File: src/lsu_defs.svh
////////////////////
// Widths, depths, function codes and address map of the load/store unit
// Included by the package and by any module that sizes a buffer or the RAM
////////////////////
`ifndef LSU_DEFS_SVH
`define LSU_DEFS_SVH

// Instruction id width
`define LSU_ID_W 4

// Input buffer depth
`define LSU_IN_DEPTH 4

// Attribute queue depth, longest sub-unit pipeline plus one
`define LSU_ATTR_DEPTH 2

// Function codes, low two bits give the access size
`define LSU_FN_B  3'b000
`define LSU_FN_H  3'b001
`define LSU_FN_W  3'b010
`define LSU_FN_BU 3'b100
`define LSU_FN_HU 3'b101

// Scratch RAM region, all other addresses go to the bus
`define LSU_SCRATCH_BASE  32'h0000_0000
`define LSU_SCRATCH_WORDS 256

`endif

File: src/lsu_pkg.sv
////////////////////
// Packed structs shared by the load/store unit, its sub-units and the top
// Referenced by scoped names, widths come from the defines header
////////////////////
`include "lsu_defs.svh"

package lsu_pkg;

    // One instruction as issued by the core
    typedef struct packed {
        logic [2:0]              fn3;
        logic                    is_load;
        logic                    is_store;
        logic                    forward;
        logic [31:0]             addr;
        logic [31:0]             data;
        logic [`LSU_ID_W-1:0]    id;
    } ls_request_t;

    // Request seen by both sub-units
    typedef struct packed {
        logic [31:0] addr;
        logic [3:0]  be;
        logic [31:0] data;
        logic        is_store;
    } sub_request_t;

    // Attributes of a request in flight
    typedef struct packed {
        logic [2:0]              fn3;
        logic [1:0]              byte_addr;
        logic [`LSU_ID_W-1:0]    id;
        logic                    is_store;
        logic                    bus_unit;
    } ls_attr_t;

    // Result back to the core
    typedef struct packed {
        logic                    done;
        logic [`LSU_ID_W-1:0]    id;
        logic [31:0]             data;
    } wb_t;

    // Misaligned access report
    typedef struct packed {
        logic                    valid;
        logic [`LSU_ID_W-1:0]    id;
        logic [31:0]             addr;
        logic                    is_store;
    } ls_exc_t;

    // External bus request, addr is word aligned
    typedef struct packed {
        logic [31:0] addr;
        logic [3:0]  be;
        logic [31:0] wdata;
        logic        write;
    } bus_req_t;

endpackage

File: src/bus_master.sv
////////////////////
// External bus sub-unit, one request outstanding at a time
// Holds the request level until acknowledged, returns read data a cycle later
////////////////////
`timescale 1ns/1ps

module bus_master (
    input  logic                  clk,
    input  logic                  rst,
    input  lsu_pkg::sub_request_t req,
    input  logic                  new_request,
    output logic                  ready,
    output logic                  data_valid,
    output logic [31:0]           data,
    output lsu_pkg::bus_req_t     bus_req,
    output logic                  bus_valid,
    input  logic                  bus_ack,
    input  logic [31:0]           bus_rdata
);

    logic [31:0] rdata_q;

    ////////////////////
    // Request capture

    // Payload latched on the request, held until ack
    always_ff @(posedge clk) begin
        if (new_request) begin
            bus_req.addr  <= {req.addr[31:2], 2'b00};
            bus_req.be    <= req.be;
            bus_req.wdata <= req.data;
            bus_req.write <= req.is_store;
        end
    end

    // Request level
    always_ff @(posedge clk) begin
        if (rst)
            bus_valid <= 1'b0;
        else if (new_request)
            bus_valid <= 1'b1;
        else if (bus_ack)
            bus_valid <= 1'b0;
    end

    // Busy from the cycle after new_request until the ack is seen
    assign ready = ~bus_valid;

    ////////////////////
    // Read return

    always_ff @(posedge clk) begin
        if (bus_valid && bus_ack && !bus_req.write)
            rdata_q <= bus_rdata;
    end

    always_ff @(posedge clk) begin
        if (rst)
            data_valid <= 1'b0;
        else
            data_valid <= bus_valid && bus_ack && !bus_req.write;
    end

    // Zero unless returning a load
    assign data = data_valid ? rdata_q : 32'h0;

    ////////////////////
    // Checks

    // Bus side must see a steady request until it acks
    a_req_stable: assert property (@(posedge clk) disable iff (rst)
        (bus_valid && !bus_ack) |=> (bus_valid && $stable(bus_req)))
        else $error("bus_req changed before ack");

endmodule

File: config.mk
export PLATFORM = sky130hd
export DESIGN_NAME = bus_master
export DESIGN_NICKNAME = d
export VERILOG_FILES = /design/src/lsu_pkg.sv /design/src/bus_master.sv
export VERILOG_INCLUDE_DIRS = /design/src /design/src/src
export SDC_FILE = /design/constraint.sdc
export NUM_CORES = 1
export LEC_CHECK = 0
export BUFFER_PORTS_ARGS = -buffer_cell sky130_fd_sc_hd__buf_2
export CAP_MARGIN = 20
export CORE_MARGIN = 1
export CORE_UTILIZATION = 45
export DETAILED_ROUTE_END_ITERATION = 10
export PLACE_DENSITY = 0.84
export SYNTH_ARGS = -nofsm -noshare
export SYNTH_HDL_FRONTEND = slang
export SYNTH_SLANG_ARGS = --single-unit
File: constraint.sdc
create_clock -name clk -period 4 [get_ports clk]
set_input_delay 0.2 -clock clk [delete_from_list [all_inputs] [get_ports clk]]
set_output_delay 0.2 -clock clk [all_outputs]
set_load 0.01 [all_outputs]
== Word-level counts from Yosys, hierarchy flattened ==
Cells that the tools add are included.

* Mux-type cells: 3
* Bitwise gates (word level): 1
* Reduce and logical (&&, ||, !) cells: 4

{| class="wikitable"
|+ Operators with widths
! operator !! number
|-
| two-way mux 32 bit || 1
|-
| logical AND 1 bit || 2
|-
| two-way mux 1 bit || 2
|-
| nonzero test 2 bit || 1
|-
| logical NOT 1 bit || 1
|-
| NOT 1 bit || 1
|}

* Bits in registers: 101
* Bits of input ports: 105
* Output and inout port bits: 104
* Logic and storage cells: 15

== Longest topological paths before layout ==
Gate-level depths: netlist of run 1.

* Depth after elaboration: 2
* Mapped depth: 2
* Mapped depth without buffers: 2

== Worst setup path after synthesis of run 1 ==
No wires, ideal clock.

* Path kind: register to register
* From: register bus_valid
* To: register rdata_q[0], enable pin
* Setup time: 421 ps
* Arrival time: 1840 ps
* Data required time: 3579 ps
* Setup slack: 1739 ps
* Stages on the path, launching flop included: 3
* Path buffers: 0
* Clock period less this slack: 2261 ps
* Cells stage by stage: dfxtp_1 nand2_1 nor2_1

* Longest elaborated chain between the ends: 2

{| class="wikitable"
|+ RTL lines
! item !! line !! source
|-
| from (decl) || bus_master.sv:16 || <nowiki>output logic bus_valid,</nowiki>
|-
| from (signal assigned) || bus_master.sv:39 || <nowiki>bus_valid <= 1'b0;</nowiki>
|-
| from (signal assigned) || bus_master.sv:41 || <nowiki>bus_valid <= 1'b1;</nowiki>
|-
| from (signal assigned) || bus_master.sv:43 || <nowiki>bus_valid <= 1'b0;</nowiki>
|-
| logical AND 1 bit (2 in a row) || bus_master.sv:53 || <nowiki>if (bus_valid && bus_ack && !bus_req.write)</nowiki>
|-
| to (signal assigned) || bus_master.sv:54 || <nowiki>rdata_q <= bus_rdata;</nowiki>
|-
| to (decl) || bus_master.sv:21 || <nowiki>logic [31:0] rdata_q;</nowiki>
|}

Every way passes these cells.
A chain may end at the register's enable or synchronous reset.

== Final worst setup path of run 1 ==
* From: register data_valid
* To: output data[12]

* Longest elaborated chain between the ends: 1

{| class="wikitable"
|+ RTL lines
! item !! line !! source
|-
| from (decl) || bus_master.sv:13 || <nowiki>output logic data_valid,</nowiki>
|-
| from (signal assigned) || bus_master.sv:61 || <nowiki>data_valid <= bus_valid && bus_ack && !bus_req.write;</nowiki>
|-
| two-way mux 32 bit || bus_master.sv:65 || <nowiki>assign data = data_valid ? rdata_q : 32'h0;</nowiki>
|-
| to (decl) || bus_master.sv:14 || <nowiki>output logic [31:0] data,</nowiki>
|}

Every way passes these cells.

==> results of run 1 <==
[cell usage in the layout, fill, tap and decap left out, drive strengths merged]
cell	n
a21oi	1
and2	32
buf	206
clkbuf	9
clkinv	1
clkinvlp	3
conb	2
dfxtp	2
dlygate4sd3	49
edfxtp	99
inv	5
nand2	1
nand2b	1
nor2	1
nor3	1
[routing by layer]
layer  part of all wire, %  vias to the layer above
met5                     0                        -
li1                      -                     1059
met2                    54                      155
met3                    11                        8
met4                   1.1                        0
met1                    33                     1096
[worst paths after layout]
check / end / cells after the start
worst max-delay path: data[12] / 2
worst min-delay path: bus_req[43] / 1
worst max register to register: rdata_q[27] / 3
worst min register to register: data_valid / 1
[per-stage QoR]
| stage | utilization, % | hold WS, ns |
|---|---|---|
| 2_1_floorplan | - | 0.269 |
| 3_3_place_gp | 64.1 | 0.376 |
| 6_report | 73.8 | 0.0195 |
| 4_1_cts | 67.2 | 0.0000621 |
| 5_1_grt | 73.8 | -0.00530 |
| 3_5_place_dp | 64.1 | 0.376 |
[registers in the layout, summed over array words and instances (netlist names)]
register    count
rdata_q        32
data_valid      1
bus_valid       1
bus_req        67
[report_power, final]
part | switching [mW] | internal (mW) | total (mW) | leakage (nW)
Clock | 0.358 | 0.236 | 0.594 | 0.0857
Combinational | 0.0995 | 0.108 | 0.207 | 1.21
Sequential | 0.0204 | 1.23 | 1.25 | 0.963
Total | 0.478 | 1.58 | 2.05 | 2.26
[cell type report]
type | instances | share of cell area [%]
inverters | 2 | 0.147
clock buffers | 9 | 2.42
flip-flops and latches | 101 | 58.8
clock inverters | 7 | 1.15
multi-input cells | 39 | 5.35
repair buffers | 255 | 29.8
well taps | 96 | 2.34
[logic make-up after synthesis]
group                  count (synthesis)  share of synthesized area [%]
buffers and inverters                  7                           1.13
other                                  1                          0.113
flip-flops                           101                           90.8
AND/OR/NAND/NOR                       36                           7.81
AO/OA/AOI/OAI                          1                          0.151
[repair_timing]
| item | CTS | global route |
|---|---|---|
| setup buffers | 0 | 0 |
| gates resized for setup | 0 | 0 |
| hold endpoints to repair | 3 | 46 |
| hold buffers | 3 | 46 |
==> flow_summary_export.csv, run 1 <==
group,metric,value,unit
cells_and_area,drive_above_1_share,61.7,%
critical_path,cp_max_fo,33,
critical_path,crit_path_max_incr_delay,0.79,ns
global_route,grt_use_met3,9.43,%
logic_synthesis,yosysMostFrequentCell,"edfxtp_1",
logic_synthesis,ys_top_cells_by_area,"edfxtp_1, and2_2, dfxtp_1",
timing,clock_skew,0.00497,ns
cells_and_area,multiInputGateArea,274,um2
global_route,gr-usage-met1,18.0,%
timing,relSlewSlack,32.7,%
timing,timing.final.ws_setup,2.26,ns
cells_and_area,syn_to_final_growth,54.4,%
global_route,grt_antenna_before_repair,0,
drt,routedWlPerCell,16.8,um
die,io_pins,209,
drt,drc,0,
critical_path,cp-startpoint,"data_valid",
placement,globalplace.congestion,0.776,
drt,ant_nets,0,
critical_path,worstPathCellList,"and2_2 > buf_2",
worst_hold_path,hold_path.startpoint,"req[43]",
placement,dp_hpwl,5260,um
critical_path,start_kind,"flip-flop",
global_route,grt_overflow,0,
drt,drt_first_iter_violations,92,
die,rows,30,
timing,fmax,0.575,GHz
clock_tree,cts.clk_slew.worst_paths,0.11,ns
die,die_w,87.9,um
global_route,grt_pass1_vias,2116,
logic_synthesis,yosys_register_bits,101,
clock_tree,htree_levels,3,
placement,port_buffers,204,
global_route,use_met2,32.4,%
power_and_ir_drop,power,2.05,mW
logic_synthesis,synthCells,146,
cells_and_area,layoutNonFillerInstCount,509,
timing,grt_setup_unrepaired,"no",
power_and_ir_drop,p_per_area,401,mW/mm2
drt,dr.pass1.iters,4,
logic_synthesis,yosysTopAreaCell,"edfxtp_1",
run_status,outcome,"completed",
placement,dp.cells,444,
worst_hold_path,hp-class,"input pin to flip-flop",
timing,layout_worst_path_cycle_share,43.5,%
drt,routed_wl,8550,um
timing,tightest_slew,1.01,ns
global_route,grt_first_pass_wirelength,10000,um
cells_and_area,num_antenna_cells,0,
cells_and_area,final_area,0.00512,mm2
timing,hold_viol,0,
timing,setup_viol,0,
critical_path,cp_num_buf_inv,1,
critical_path,critical_path_required,3.80,ns
clock_tree,clk_latency,0.34,ns
cells_and_area,nets,513,
die,core,0.00694,mm2
drt,dr_total_vias,2318,
job,maxCapViolCount,0,
logic_synthesis,netlist_top_cells_count,"edfxtp_1, and2_2, clkbuf_2",
cells_and_area,n_fill_cell,436,
clock_tree,clock_sinks,101,
placement,placed_cell_area,0.00445,mm2
critical_path,endpoint_kind,"output port",
logic_synthesis,synthFlopType,"edfxtp_1",
timing,tns,0,ns
clock_tree,cts_tree,"yes",
clock_tree,clockBufferDepth,2,
global_route,grt_max_degree,48,
drt,vias_per_cell,4.55,
critical_path,path_class,"flip-flop to output port",
timing,min_period,1.74,ns
global_route,grt_use_total,18.4,%
power_and_ir_drop,p_leak,2.26,nW
die,die_h,87.9,um
critical_path,crit_path_top_delay_cell,"dfxtp_1",
logic_synthesis,ys_warn_count,0,
clock_tree,root_buffer,"clkbuf_8",
critical_path,reg2reg_from,"bus_valid",
die,start_util,47.8,%
critical_path,cpLargestDelayFamily,"flip-flops",
placement,dp_slack,2.25,ns
die,dieArea,0.00772,mm2
logic_synthesis,avgSynthCellArea,22.7,um2
critical_path,r2r_slack,2.72,ns
logic_synthesis,async_flop_share,0,%
clock_tree,cts_buffers,9,
critical_path,cp.arrival,1.54,ns
cells_and_area,seq_area,0.00301,mm2
power_and_ir_drop,ir_drop,0.308,mV
logic_synthesis,synth_top_area_share,89.6,%
logic_synthesis,ys_seq_area_share,90.8,%
logic_synthesis,synth-edff-count,99,
timing,slew_viol_final,0,
logic_synthesis,synth_cell_types,12,
logic_synthesis,syn_area,0.00332,mm2
global_route,grt.busiest_layer,"met2",
No activity file was read; power rests on OpenSTA's default activity.
==> run 2: changes to the inputs <==
CORE_UTILIZATION = 38   (was 45)
PLACE_DENSITY = 0.76   (was 0.84)
clock period = 1.6 ns   (was 4 ns; I/O delays follow)
==> flow_summary_export.csv, run 2 <==
group,metric,value,unit
logic_synthesis,ys_warn_count,0,
logic_synthesis,async_flop_share,0,%
placement,globalplace.congestion,0.709,
run_status,outcome,"stopped before the end",
run_status,error,"[ERROR RSZ-0060] Max buffer count reached.",
clock_tree,root_buffer,"clkbuf_8",
clock_tree,cts_resized,0,
die,io_pins,209,
logic_synthesis,synth-edff-count,99,
run_status,lastStage,"4_1_cts",
logic_synthesis,synthCells,146,
die,die_h,95.4,um
logic_synthesis,yosysTopAreaCell,"edfxtp_1",
clock_tree,postCtsSetupRepairBufs,0,
placement,port_buffers,204,
logic_synthesis,syn_area,0.00332,mm2
logic_synthesis,avgSynthCellArea,22.7,um2
logic_synthesis,netlist_top_cells_count,"edfxtp_1, and2_2, clkbuf_2",
clock_tree,htree_levels,3,
clock_tree,clock_sinks,101,
placement,dp_hpwl,5020,um
clock_tree,clockBufferDepth,2,
logic_synthesis,ys_seq_area_share,90.8,%
die,die_w,95.4,um
logic_synthesis,ys_top_cells_by_area,"edfxtp_1, and2_2, dfxtp_1",
logic_synthesis,synth_top_area_share,89.6,%
die,start_util,39.8,%
logic_synthesis,yosysMostFrequentCell,"edfxtp_1",
die,rows,33,
clock_tree,cts_buffers,9,
logic_synthesis,synthFlopType,"edfxtp_1",
clock_tree,cts-hold-fix-buffers,101,
logic_synthesis,synth_cell_types,12,
logic_synthesis,yosys_register_bits,101,
[run 2: cell counts after synthesis]
Identical to the previous run, type by type.
[run 2: logic make-up after synthesis]
family	synth area share (%)
buf+inv	1.13
compound gates	0.151
simple gates	7.81
flops	90.8
other cells	0.113
[run 2: through the flow]
stage          util, %  cell area (um2)  hold slack (ns)  cells  setup slack, ns
3_3_place_gp      54.2             4520            0.256    455            0.510
2_1_floorplan        -             3330            0.149    147            0.191
3_5_place_dp      54.2             4520            0.258    455            0.476
==> run 3: changes to the inputs <==
CORE_UTILIZATION = 40   (was 38)
PLACE_DENSITY = unset   (was 0.76)
PLACE_DENSITY_LB_ADDON = 0.15   (was unset)
clock period = 2.1 ns   (was 1.6 ns; I/O delays follow)
==> flow_summary_export.csv, run 3 (synthesis results as in run 1) <==
group,metric,value,unit
run_status,outcome,"completed",
drt,vias_per_cell,4.36,
cells_and_area,drive_above_1_share,55.1,%
critical_path,worstPathCellList,"nand2_1 > nor2_2 > buf_4",
power_and_ir_drop,intPower,3.41,mW
clock_tree,clock_sinks,101,
clock_tree,cts_tree,"yes",
cells_and_area,nets,566,
die,die_h,93.1,um
timing,min_period,1.35,ns
clock_tree,clk_latency,0.34,ns
drt,routed_wl,8800,um
worst_hold_path,hp-class,"input pin to flip-flop",
critical_path,cp_max_fo,30,
timing,hold_viol,0,
clock_tree,cts.clk_slew.worst_paths,0.09,ns
global_route,grt_overflow,0,
drt,dr_wl_met2,4870,um
clock_tree,root_buffer,"clkbuf_8",
die,core,0.00789,mm2
critical_path,reg2regPathDepth,3,
cells_and_area,reg.largest.list,"bus_req (67), rdata_q (32)",
power_and_ir_drop,p_leak,2.52,nW
power_and_ir_drop,p_per_area,748,mW/mm2
timing,clock_skew,0.00556,ns
global_route,grt_antenna_before_repair,0,
placement,dp.cells,452,
cells_and_area,layoutNonFillerInstCount,567,
clock_tree,htree_levels,3,
placement,port_buffers,204,
cells_and_area,max_flop_register,"bus_req",
power_and_ir_drop,p_switching,873,uW
critical_path,crit_path_max_incr_delay,0.39,ns
timing,layout_worst_path_cycle_share,64.3,%
global_route,grt_pass1_vias,2703,
critical_path,crit_path_top_delay_cell,"dfxtp_1",
timing,setup_viol,0,
critical_path,critical_path_required,2.11,ns
critical_path,reg2reg_from,"bus_valid",
critical_path,cpLargestDelayFamily,"flip-flops",
timing,tns,0,ns
drt,drt-met1-wl,3060,um
drt,wl_met3,665,um
power_and_ir_drop,swShare,20.4,%
die,die_w,93.1,um
timing,grt_setup_unrepaired,"no",
job,maxCapViolCount,0,
die,io_pins,209,
critical_path,cp-endpoint,"rdata_q[7]",
drt,routedWlPerCell,15.5,um
critical_path,endpoint_kind,"flip-flop",
critical_path,r2r_end,"rdata_q[7]",
clock_tree,cts_resized,0,
drt,drt_first_iter_violations,83,
power_and_ir_drop,combPwrFrac,11.2,%
drt,drc,0,
clock_tree,cts_buffers,9,
clock_tree,clockBufferDepth,2,
cells_and_area,num_antenna_cells,0,
cells_and_area,syn_to_final_growth,72.4,%
power_and_ir_drop,ir_drop,0.525,mV
die,rows,32,
placement,globalplace.congestion,0.737,
critical_path,r2r_slack,0.75,ns
drt,ant_nets,0,
cells_and_area,final_common_cell,"buf_2",
drt,dr_total_vias,2471,
drt,dr.pass1.iters,4,
cells_and_area,largest_reg_flops,67,
critical_path,cp-startpoint,"bus_valid",
timing,worst_hold_slack,0.0307,ns
critical_path,cp.arrival,1.36,ns
cells_and_area,utilization,72.5,%
global_route,grt_use_total,20.5,%
cells_and_area,layout_common_cells,"buf_2, dlygate4sd3_1, edfxtp_1, and2_2, clkbuf_8",
power_and_ir_drop,seqPwrFrac,55.6,%
critical_path,start_kind,"flip-flop",
global_route,grt_max_degree,43,
timing,fmax,0.741,GHz
global_route,grt_first_pass_wirelength,12900,um
critical_path,path_class,"flip-flop to flip-flop",
drt,top_layer_used,"met4",
critical_path,cp_num_buf_inv,1,
die,start_util,42.1,%
timing,slew_viol_final,0,
critical_path,cp_num_cells,3,
power_and_ir_drop,p_clk_share,33.2,%
die,dieArea,0.00866,mm2
cells_and_area,n_fill_cell,520,
[run 3: metrics by stage]
| step | instance area, um2 | total power, mW | setup slack (ns) |
|---|---|---|---|
| finish | 5720 | 4.28 | 0.750 |
| floorplan | 3320 | 2.51 | 0.361 |
| detailed placement | 4490 | 2.74 | 0.776 |
| global route | 5720 | 4.42 | 0.652 |
| CTS | 5720 | 4.30 | 0.727 |
| global placement | 4490 | 2.73 | 0.796 |
[run 3: worst reg2reg max path, cell delays in order, from the launching register on]
cell and delay (ns):
dfxtp_1 0.39, nand2_1 0.10, nor2_2 0.14, buf_4 0.37
[run 3: final cells by class]
type	instances	area (um2)	share of cell area, %
clock buffer	9	124	2.16
multi-input combinational	39	274	4.79
clock inverter	6	111	1.95
sequential	101	3010	52.7
timing repair buffer	308	2060	36.1
tap	102	128	2.23
inverter	2	7.51	0.131
[run 3: how the worst min path moves through the flow]
stage | start | end | slack [ns] | depth (start not counted)
after floorplan | rst | bus_valid | 0.17 | 1
after global placement | rst | bus_valid | 0.28 | 2
after detailed placement | req[52] | bus_req[52] | 0.28 | 1
after CTS | bus_ack | bus_valid | 0.005 | 3
after global routing | bus_ack | bus_valid | 0.02 | 3
final | bus_ack | bus_valid | 0.03 | 3
[run 3: routing by layer]
| metal | vias up | track usage [%] |
|---|---|---|
| li1 | 1162 | - |
| met1 | 1165 | 20.6 |
| met2 | 127 | 39.1 |
| met3 | 17 | 6.18 |
| met4 | 0 | 8.46 |
| met5 | - | 0 |
[run 3: repair_timing]
| action | 4_1_cts | 5_1_grt |
|---|---|---|
| setup buffers | 0 | 0 |
| hold endpoints to repair | 101 | 0 |
| hold buffers | 100 | 0 |
[run 3: power by group through the flow]
stage                     Combinational (mW)  Sequential, mW  Clock [mW]
after floorplan                       0.0259            2.48           0
after global placement                 0.318            2.41           0
after detailed placement               0.323            2.42           0
after CTS                              0.468            2.37        1.46
after global routing                   0.510            2.39        1.52
final                                  0.477            2.38        1.42
