File: src/ls_fifo.sv
////////////////////
// Synchronous FIFO with an occupancy count
// Serves as the input buffer and as the attribute queue
////////////////////
`timescale 1ns/1ps

module ls_fifo #(
    parameter int WIDTH = 8,
    parameter int DEPTH = 4
) (
    input  logic             clk,
    input  logic             rst,
    input  logic             push,
    input  logic [WIDTH-1:0] data_in,
    input  logic             pop,
    output logic [WIDTH-1:0] data_out,
    output logic             valid,
    output logic             full
);

    localparam int PTR_W = (DEPTH > 1) ? $clog2(DEPTH) : 1;
    localparam int CNT_W = $clog2(DEPTH + 1);

    logic [WIDTH-1:0] mem [DEPTH];
    logic [PTR_W-1:0] wr_ptr;
    logic [PTR_W-1:0] rd_ptr;
    logic [CNT_W-1:0] count;

    // Storage array
    always_ff @(posedge clk) begin
        if (push)
            mem[wr_ptr] <= data_in;
    end

    // Pointers wrap at DEPTH, which need not be a power of two
    always_ff @(posedge clk) begin
        if (rst) begin
            wr_ptr <= '0;
            rd_ptr <= '0;
            count  <= '0;
        end else begin
            if (push)
                wr_ptr <= (wr_ptr == PTR_W'(DEPTH - 1)) ? '0 : wr_ptr + 1'b1;
            if (pop)
                rd_ptr <= (rd_ptr == PTR_W'(DEPTH - 1)) ? '0 : rd_ptr + 1'b1;
            // Simultaneous push and pop leaves count alone
            case ({push, pop})
                2'b10:   count <= count + 1'b1;
                2'b01:   count <= count - 1'b1;
                default: count <= count;
            endcase
        end
    end

    // Head visible the cycle after its push
    assign data_out = mem[rd_ptr];
    assign valid    = (count != '0);
    assign full     = (count == CNT_W'(DEPTH));

    ////////////////////
    // Checks
    a_no_overflow: assert property (@(posedge clk) disable iff (rst) push |-> !full)
        else $error("ls_fifo push while full");
    a_no_underflow: assert property (@(posedge clk) disable iff (rst) pop |-> valid)
        else $error("ls_fifo pop while empty");

endmodule

File: config.mk
export PLATFORM = sky130hd
export DESIGN_NAME = ls_fifo
export DESIGN_NICKNAME = d
export VERILOG_FILES = /design/src/ls_fifo.sv
export SDC_FILE = /design/constraint.sdc
export NUM_CORES = 1
export LEC_CHECK = 0
export BUFFER_PORTS_ARGS = -buffer_cell sky130_fd_sc_hd__buf_2
export CAP_MARGIN = 20
export CORE_ASPECT_RATIO = 0.75
export CORE_UTILIZATION = 30
export DETAILED_ROUTE_END_ITERATION = 10
export PLACE_DENSITY = 0.43
export SLEW_MARGIN = 40
export SYNTH_ARGS = -nofsm -noshare
export SYNTH_HDL_FRONTEND = slang
export SYNTH_SLANG_ARGS = --single-unit
File: constraint.sdc
create_clock -name clk -period 2.3 [get_ports clk]
set_input_delay 0.115 -clock clk [delete_from_list [all_inputs] [get_ports clk]]
set_output_delay 0.115 -clock clk [all_outputs]
set_load 0.005 [all_outputs]
# Word-level counts from Yosys, hierarchy flattened
# Memory sizes are Yosys's and may differ from the RTL's. A register that Yosys moved wholly into a read port is not among the register bits.
# Cells that the tools add are included.
[classes]
n_addsub = 4
eq_ne = 5
n_mux = 7
n_reduce_logical = 2
[op_table]
columns = ["operator", "n"]
rows = [
  ["$mux 2", 4],
  ["$eq 2x2->1 const B", 3],
  ["$pmux 3 s2", 1],
  ["$add 2x1->2 const B", 2],
  ["$add 3x1->3 const B", 1],
  ["$eq 3x3->1 const B", 1],
  ["$reduce_bool 3->1", 1],
  ["$sub 3x1->3 const B", 1],
  ["$eq 2x1->1 const B", 1],
  ["$mux 1", 2],
  ["$reduce_bool 2->1", 1],
]
[word_totals]
register_bits = 7
ram_bits = 32
out_inout_bits = 10
wordCells = 22
memories = 1
[memory_table]
columns = ["name", "depth", "word_bits", "read_ports", "rd_clocked_by_memory_dff", "wr", "line_no", "source"]
rows = [
  ["mem", 4, 8, 1, 1, 1, "24", "logic [WIDTH-1:0] mem [DEPTH];"],
]

# Depth between registers and ports, before layout
# Gate-level depths: netlist (run 1).
[depth]
depth_word = 4
ltp_mapped = 7
depth_no_buf = 7

# Least setup slack after synthesis (run 1)
# Ideal clock, no wire load.
[synth_timing]
path_kind = "register -> register"
startpoint = "reg count[1]"
endpoint = "reg count[2]"
t_arrival_ns = 1.381
path_slack_ns = 0.850
stages_incl_launch_ff = 6
synth_period_minus_slack_ns = 1.450
path_cell_list = "dfxtp_1 > inv_1 > fa_1 > xor2_1 > or3_1 > a21oi_1"
[synth_via]
elab_chain_len = 2
word_cells_on_any_way = 3
cone_classes = "2 x add/sub; 1 x mux"
[synth_lines]
columns = ["element", "line_no", "source"]
rows = [
  ["start, declared", "27", "logic [CNT_W-1:0] count;"],
  ["start signal, assigned", "48", "2'b10: count <= count + 1'b1;"],
  ["start signal, assigned", "49", "2'b01: count <= count - 1'b1;"],
  ["start signal, assigned", "50", "default: count <= count;"],
  ["$sub 3x1->3 or $add 3x1->3 (tied branches)", "49, 48", ""],
  ["$pmux 3 s2 *", "47", "case ({push, pop})"],
]
# Mark *: on every way between the ends. The rest lies on a longest branch, timed or not.
# A chain may end at the register's enable or synchronous reset.

==> impl_metrics.json, run 1 <==
{
  "outcome": "complete, no violations",
  "arrival_ns": 1.70,
  "async_flop_share": 0,
  "io_buffer_count": 21,
  "pre_cts_slack_ns": 0.675,
  "layout_setup_ws_ns": 0.480,
  "peakVddDrop_v": 0.000311,
  "synth_area_um2": 1610,
  "via_per_inst": 4.25,
  "drive_above_1_share": 0.308,
  "grt_pass1_wl_um": 4190,
  "hp-start": "data_in[6]",
  "synthCells": 90,
  "cts_tree": "built",
  "ys_warn_count": 0,
  "timing.rr.start": "count[1]",
  "antennaDiodeCount": 0,
  "seq_area_um2": 1140,
  "wl_um": 2570,
  "ys_seq_elements": 41,
  "powerDensity_nw_per_um2": 789,
  "initial_core_util": 0.321,
  "critPathCaptureType": "output pin",
  "grt_use_total": 0.106,
  "cts.repair.resized": 0,
  "rrSetupSlack_ns": 0.76,
  "cp-start-kind": "register",
  "antenna_found_initial": 0,
  "worstPathRequired_ns": 2.18,
  "finalHoldViolations": 0,
  "path_clk_slew_ns": 0.08,
  "ctsHtreeMaxLevel": 2,
  "drv_cap": 0,
  "n_fill_cell": 492,
  "setup_viol": 0,
  "syn_avg_cell_area_um2": 17.9,
  "place_congestion": 0.754,
  "worstMarginPinSlew_ns": 0.591,
  "period_share": 0.791,
  "cts_sinks": 41,
  "synthToLayoutAreaGrowth_pct": 17.0,
  "syn_nets": 109,
  "critPathKind": "register to output pin",
  "drt-pass1-iter-count": 2,
  "die_y_um": 65.4,
  "grt_pass1_vias": 839,
  "relSlewSlack": 0.605,
  "grt_overflow": 0,
  "die_area_um2": 5650,
  "synth_area_leaders": "edfxtp_1 60%, dfxtp_1 11%, mux4_2 11%, ha_1 4.7%, inv_1 1.6%",
  "hold_class": "primary input to register",
  "stdcell_area_um2": 1880,
  "vias": 803,
  "yosys.area.top_type": "edfxtp_1",
  "route.detailed.drc": 0,
  "post-cts-setup-buffers": 0,
  "yosys_most_used_dff": "edfxtp_1",
  "reg2reg_to": "count[2]",
  "core_area_um2": 5010,
  "ys_top_cells_by_count": "32 x edfxtp_1, 9 x dfxtp_1, 8 x mux4_2",
  "clockBufferDepth": 2,
  "hold_path_depth": 1,
  "ant_nets": 0,
  "leakagePower_uw": 0.000681,
  "synth_edf_count": 32,
  "cts_root_buf": "clkbuf_8",
  "io_pins": 22,
  "rsz0062_at_grt": "no",
  "fmax_mhz": 550,
  "insertion_delay_ns": 0.28,
  "die_w_um": 86.5,
  "dp_hpwl_um": 1770,
  "fin_worst_skew_ns": 0.00713,
  "cts_made_buffers": 5,
  "placed_cell_area_um2": 1790,
  "fp-row-count": 22,
  "drv_slew": 0,
  "wl_per_cell_um": 13.6,
  "synth.distinct_cells": 17,
  "drtIter0Drc": 47,
  "layout.nets": 135,
  "post-synth-top-count-cell": "edfxtp_1",
  "min_period_ns": 1.82,
  "min_to": "mem[0][6]",
  "critical_path_peak_fanout": 8,
  "multi_input_area_um2": 423,
  "ctsHoldBuffers": 0,
  "ys_seq_area_frac": 0.710,
  "grt_max_degree": 14,
  "yosysTopAreaCellShare": 0.598,
  "reg2reg_depth": 5,
  "final.setup.tns_ns": 0
}
routing by layer:
| layer | wire length (µm) | GRT usage |
|---|---|---|
| met1 | 1160 | 0.132 |
| met2 | 1270 | 0.174 |
| met3 | 126 | 0.0402 |
| met4 | 18 | 0.0292 |
| met5 | 0 | 0 |
worst max path at each step:
| stage | start | endpoint | slack (ns) |
|---|---|---|---|
| after detailed placement | push | count[2] | 0.67 |
| after global routing | register | data_out[3] | 0.35 |
| after CTS | register | data_out[3] | 0.41 |
| final | register | data_out[3] | 0.48 |
| after global placement | push | count[2] | 0.72 |
| after floorplan | count[1] | count[2] | 0.85 |
worst max-delay path: stages, from the launching register on:
cell and delay (ns):
dfxtp_1 0.70, mux4_2 0.59, buf_2 0.14
power breakdown:
| group | leakage (µW) | internal (µW) | total [µW] | switching (µW) |
|---|---|---|---|---|
| clock network | 0.0000445 | 244 | 478 | 234 |
| logic | 0.000268 | 75.1 | 142 | 67.3 |
| registers | 0.000368 | 837 | 862 | 25.7 |
| total | 0.000681 | 1160 | 1480 | 327 |
flip-flops by register name, summed over array words and instances (netlist names), named ones only:
name    cells
mem        32
count       3
rd_ptr      2
wr_ptr      2
layout make-up:
cell class                 instances  share of cell area
clock buffer                       7              0.0459
clock inverter                     1             0.00399
inverter                           7              0.0140
multi-input combinational         40               0.225
sequential                        41               0.607
tap                               72              0.0479
timing repair buffer              21              0.0559
placed cells by master (no fill, tap or decap), types with 2 or more instances in the layout:
cell / count
nor3b_1: 2
ha_1: 6
xor2_1: 2
mux2i_1: 2
and2_1: 4
inv_1: 7
a21oi_1: 4
edfxtp_1: 32
nor2_1: 7
buf_2: 21
mux4_2: 8
dfxtp_1: 9
or3_1: 2
clkbuf_8: 6
logic make-up after synthesis:
group / synth area share
adders and majority gates: 0.0592
buffers and inverters: 0.0265
xor gates and xnor gates: 0.0109
DFF: 0.710
and+or+nand+nor: 0.0530
AOI/OAI and AO/OA: 0.0156
muxes: 0.125
stage by stage:
step / power [µW] / instances / hold slack (ns) / util
5_1_grt: 1560 / 189 / 0.0345 / 0.375
6_report: 1480 / 189 / 0.0478 / 0.375
4_1_cts: 1510 / 189 / 0.0417 / 0.375
3_3_place_gp: 1020 / 181 / 0.330 / 0.356
3_5_place_dp: 1030 / 181 / 0.335 / 0.356
2_1_floorplan: 964 / 90 / 0.184 / -
No activity file was read; power rests on OpenSTA's default activity.
==> run 2: changes to the inputs <==
--- a/config.mk
+++ b/config.mk
@@ -10,7 +10,7 @@
 export CORE_ASPECT_RATIO = 0.75
 export CORE_UTILIZATION = 30
 export DETAILED_ROUTE_END_ITERATION = 10
-export PLACE_DENSITY = 0.43
+export PLACE_DENSITY = 0.45
 export SLEW_MARGIN = 40
 export SYNTH_ARGS = -nofsm -noshare
 export SYNTH_HDL_FRONTEND = slang
==> constraint.sdc (replaced) <==
create_clock -name clk -period 1.5 [get_ports clk]
set_input_delay 0.075 -clock clk [delete_from_list [all_inputs] [get_ports clk]]
set_output_delay 0.075 -clock clk [all_outputs]
set_load 0.005 [all_outputs]
==> run 2 against run 1 <==
  * Register-to-register slack got worse by 0.69 ns
  * Largest cell class unchanged
  * Final area rose by 7.2%
  * Sequential share of layout area shrank 3.9 points
  * Hold slack worse by 0.038 ns
  * Flip-flop and latch count did not move
  * Total power up 63%
  * Sequential power increased by 52%
  * Worst setup slack worse by 0.46 ns
==> impl_metrics.json, run 2 (synthesis results as in run 1) <==
{
  "relSlewSlack": 0.846,
  "period_share": 0.987,
  "cts_made_buffers": 5,
  "cts_sinks": 41,
  "core_area_um2": 5010,
  "die_w_um": 86.5,
  "critPathKind": "register to output pin",
  "critPathCaptureType": "output pin",
  "ctsHtreeMaxLevel": 2,
  "reg2reg_depth": 5,
  "cp-start-kind": "register",
  "leakagePower_uw": 0.000757,
  "finalHoldViolations": 0,
  "layout_setup_ws_ns": 0.0198,
  "dp_hpwl_um": 1840,
  "rrSetupSlack_ns": 0.07,
  "drv_slew": 0,
  "fmax_mhz": 676,
  "antenna_found_initial": 0,
  "io_pins": 22,
  "arrival_ns": 1.41,
  "outcome": "complete, no violations",
  "layout.nets": 148,
  "insertion_delay_ns": 0.28,
  "final_cell_mix": "32 x edfxtp_1, 21 x buf_2, 8 x mux4_2, 8 x buf_4",
  "critical_path_peak_fanout": 5,
  "drive_above_1_share": 0.385,
  "worstMarginPinSlew_ns": 0.232,
  "via_per_inst": 4.14,
  "clockBufferDepth": 2,
  "p_total_uw": 2420,
  "ant_nets": 0,
  "timing.rr.start": "count[1]",
  "route.detailed.drc": 0,
  "antennaDiodeCount": 0,
  "wl_per_cell_um": 12.6,
  "grt_overflow": 0,
  "synthToLayoutAreaGrowth_pct": 25.4,
  "fp-row-count": 22,
  "die_y_um": 65.4,
  "largestRegisters": "mem: 32 flops, count: 3 flops",
  "vias": 837,
  "worstPathRequired_ns": 1.42,
  "drtIter0Drc": 19,
  "mostFrequentLayoutCell": "edfxtp_1",
  "setup_viol": 0,
  "cts_root_buf": "clkbuf_8",
  "initial_core_util": 0.321,
  "grt_use_total": 0.104,
  "hold_path_depth": 1,
  "post-cts-setup-buffers": 0,
  "top_register": "mem",
  "drt-pass1-iter-count": 4,
  "drv_cap": 0,
  "largest_reg_flops": 32,
  "io_buffer_count": 21,
  "wl_um": 2540,
  "place_congestion": 0.702,
  "peakVddDrop_v": 0.000334,
  "grt_pass1_vias": 880,
  "grt_max_degree": 14,
  "grt_pass1_wl_um": 4100,
  "fin_worst_skew_ns": 0.00796,
  "path_clk_slew_ns": 0.07,
  "n_fill_cell": 475,
  "cts_tree": "built",
  "powerDensity_nw_per_um2": 1200,
  "pre_cts_slack_ns": -0.00990,
  "cp-endpoint": "data_out[0]",
  "min_period_ns": 1.48,
  "rsz0062_at_grt": "yes",
  "reg2reg_to": "count[2]",
  "hold_class": "primary input to register",
  "die_area_um2": 5650
}
==> run 2: changes by cell type in the layout (fill, tap and decap cells not counted) <==
cell           before  now
fa_1                1    0
buf_4               0    8
dfxtp_1             9    6
clkbuf_8            6    5
a21oi_1             4    3
dlygate4sd3_1       0    4
buf_6               0    1
bufinv_16           0    1
clkinv_2            0    1
dfxtp_2             0    3
clkinvlp_4          1    0
fa_2                0    1
a21oi_2             0    1
==> run 2: timing repair <==
action                                  4_1_cts  5_1_grt
gates resized for setup                       3        3
endpoints found under the hold margin        15        0
pin swaps                                     0        1
endpoints found under the setup margin        6        9
hold buffers                                  4        0
==> run 2: cell type report <==
class	count	area, µm²	area share
flip-flops and latches	41	1140	0.568
multi-input cells	40	429	0.213
repair buffers	34	216	0.107
well taps	72	90.1	0.0447
clock buffers	6	72.6	0.0360
clock inverters	2	35.0	0.0174
inverters	7	26.3	0.0130
==> run 2: worst min path at each step <==
stage	startpoint	end
4_1_cts	data_in[2]	mem[0][2]
5_1_grt	data_in[6]	mem[0][6]
3_5_place_dp	data_in[0]	mem[3][0]
6_report	data_in[0]	mem[3][0]
2_1_floorplan	rst	count[2]
3_3_place_gp	data_in[1]	mem[0][1]
==> run 2: power breakdown <==
part	internal, µW	leakage, µW	switching [µW]
Combinational	144	0.000333	121
Sequential	1280	0.000369	29.1
Clock	494	0.0000552	348
Total	1920	0.000757	498
==> run 2: critical path, cell delays in order (launching register included) <==
cell	delay, ns
dfxtp_2	0.34
buf_6	0.14
mux4_2	0.50
buf_2	0.14
==> run 2: per-stage QoR <==
stage	instance area [µm²]	std cells	utilization	setup TNS, ns	hold slack [ns]
floorplan	1610	90	-	0	0.144
global placement	1850	190	0.370	0	0.289
detailed placement	1850	190	0.370	-0.00990	0.298
CTS	2010	202	0.401	-0.0167	0.00133
global route	2010	202	0.402	-0.261	0.00725
finish	2010	202	0.402	0	0.0102
==> run 2: per-layer routing <==
metal / track usage / share of wire
met3: 0.0377 / 0.033
met4: 0.0438 / 0.011
met1: 0.126 / 0.48
met5: 0 / 0
met2: 0.170 / 0.48
==> run 3: changes to the inputs <==
--- a/config.mk
+++ b/config.mk
@@ -11,6 +11,7 @@
 export CORE_UTILIZATION = 30
 export DETAILED_ROUTE_END_ITERATION = 10
 export PLACE_DENSITY = 0.45
+export RECOVER_POWER = 25
 export SLEW_MARGIN = 40
 export SYNTH_ARGS = -nofsm -noshare
 export SYNTH_HDL_FRONTEND = slang
==> run 3 against run 2 <==
  * Via count unchanged
  * Sequential power about the same
  * Sequential share of layout area increased by 0.18 points
  * Hold slack improved by 0.035 ns
  * Worst setup slack unchanged
  * Largest power group unchanged
  * Highest routed layer unchanged
==> impl_metrics.json, run 3 (synthesis results as in run 1) <==
{
  "outcome": "complete, no violations",
  "hold_class": "primary input to register",
  "route.detailed.drc": 0,
  "leakagePower_uw": 0.000743,
  "via_per_inst": 4.14,
  "largest_reg_flops": 32,
  "fp-row-count": 22,
  "clockBufferDepth": 2,
  "rsz0062_at_grt": "yes",
  "ant_nets": 0,
  "powerDensity_nw_per_um2": 1200,
  "grt_use_met1": 0.126,
  "hold_ws_ns": 0.0456,
  "io_buffer_count": 21,
  "arrival_ns": 1.41,
  "top_usage_layer": "met2",
  "cts_root_buf": "clkbuf_8",
  "relSlewSlack": 0.846,
  "core_area_um2": 5010,
  "place_inst": 190,
  "pre_cts_slack_ns": -0.00990,
  "ctsHtreeMaxLevel": 2,
  "die_area_um2": 5650,
  "cts_tree": "built",
  "critPathMaxStageDelay_ns": 0.50,
  "post-cts-setup-buffers": 0,
  "met3_usage": 0.0377,
  "drv_slew": 0,
  "dp_hpwl_um": 1840,
  "grt_max_degree": 14,
  "grt_use_total": 0.104,
  "use_met2": 0.170,
  "drv_cap": 0,
  "worstMarginPinSlew_ns": 0.232,
  "period_share": 0.987,
  "place_congestion": 0.702,
  "cp_cell_sequence": "buf_6, mux4_2, buf_2",
  "grt_pass1_vias": 880,
  "drive_above_1_share": 0.346,
  "layout_setup_ws_ns": 0.0198,
  "wl_um": 2550,
  "cp-start-kind": "register",
  "vias": 837,
  "slowest_stage": "mux4_2",
  "initial_core_util": 0.321,
  "stdcell_area_um2": 2010,
  "fmax_mhz": 676,
  "critical_path_peak_fanout": 5,
  "setup_viol": 0,
  "critPathKind": "register to output pin",
  "worstPathRequired_ns": 1.42,
  "drt-pass1-iter-count": 4,
  "min_period_ns": 1.48,
  "layout.nets": 148,
  "p_total_uw": 2420,
  "critPathTopFamily": "multiplexers",
  "critPathCaptureType": "output pin",
  "synthToLayoutAreaGrowth_pct": 25.0,
  "cp.buffers_inverters": 2,
  "path_clk_slew_ns": 0.07,
  "final_cell_mix": "32 x edfxtp_1, 16 x buf_2, 8 x mux4_2, 8 x buf_4",
  "peakVddDrop_v": 0.000334,
  "insertion_delay_ns": 0.28,
  "drtIter0Drc": 22,
  "die_w_um": 86.5,
  "cts_made_buffers": 5,
  "largestRegisters": "mem: 32 flops, count: 3 flops",
  "finalHoldViolations": 0,
  "placed_cell_area_um2": 1850,
  "cts_sinks": 41,
  "fin_worst_skew_ns": 0.00787,
  "antenna_found_initial": 0,
  "mostFrequentLayoutCell": "edfxtp_1",
  "io_pins": 22,
  "top_register": "mem",
  "die_y_um": 65.4,
  "layout.cells.non_filler": 202,
  "grt_overflow": 0,
  "grt_pass1_wl_um": 4100,
  "wl_per_cell_um": 12.6,
  "n_fill_cell": 476,
  "antennaDiodeCount": 0
}
## run 3: cell types whose count changed in the layout (fill, tap and decap cells not counted), sizes merged
cell    before  now
buf         30   25
clkbuf       6   11
## run 3: path summary, 6_finish.rpt
path | start | end | slack, ns | cells past startpoint
max | register | data_out[0] | 0.02 | 3
min | rst | count[2] | 0.05 | 2
min reg2reg | count[1] | count[1] | 0.50 | 2
max reg2reg | count[1] | count[2] | 0.07 | 5
## run 3: area by class of cell
cell class,count,area (µm²),area share
sequential,41,1140,0.570
multi-input combinational,40,429,0.214
clock buffer,6,72.6,0.0361
inverter,7,26.3,0.0131
timing repair buffer,34,210,0.105
clock inverter,2,35.0,0.0174
tap,72,90.1,0.0449
## run 3: worst register-to-register path, cell delays in order, from the launching register on
cell	delay, ns
dfxtp_2	0.33
inv_1	0.06
fa_2	0.38
xor2_1	0.17
or3_1	0.32
a21oi_2	0.11
## run 3: layer usage
layer / wire [µm] / vias up
met5: 0 / -
met3: 96 / 5
met4: 28 / 0
met1: 1210 / 409
met2: 1220 / 13
li1: - / 410
## run 3: power by group
| part | internal [µW] | total (µW) | switching [µW] | leakage [µW] |
|---|---|---|---|---|
| combinational | 142 | 263 | 121 | 0.000319 |
| clock | 493 | 841 | 348 | 0.0000552 |
| sequential | 1280 | 1310 | 29.0 | 0.000369 |
## run 3: timing repair
item	in CTS	in global routing
pin swaps	0	1
hold endpoints to repair	15	0
gates resized for setup	3	3
hold buffers	4	0
setup endpoints to repair	6	9
## run 3: through the flow
stage	setup TNS (ns)	util
after floorplan	0	-
after CTS	-0.0167	0.401
after detailed placement	-0.00990	0.370
after global placement	0	0.370
final	0	0.401
after global routing	-0.261	0.401
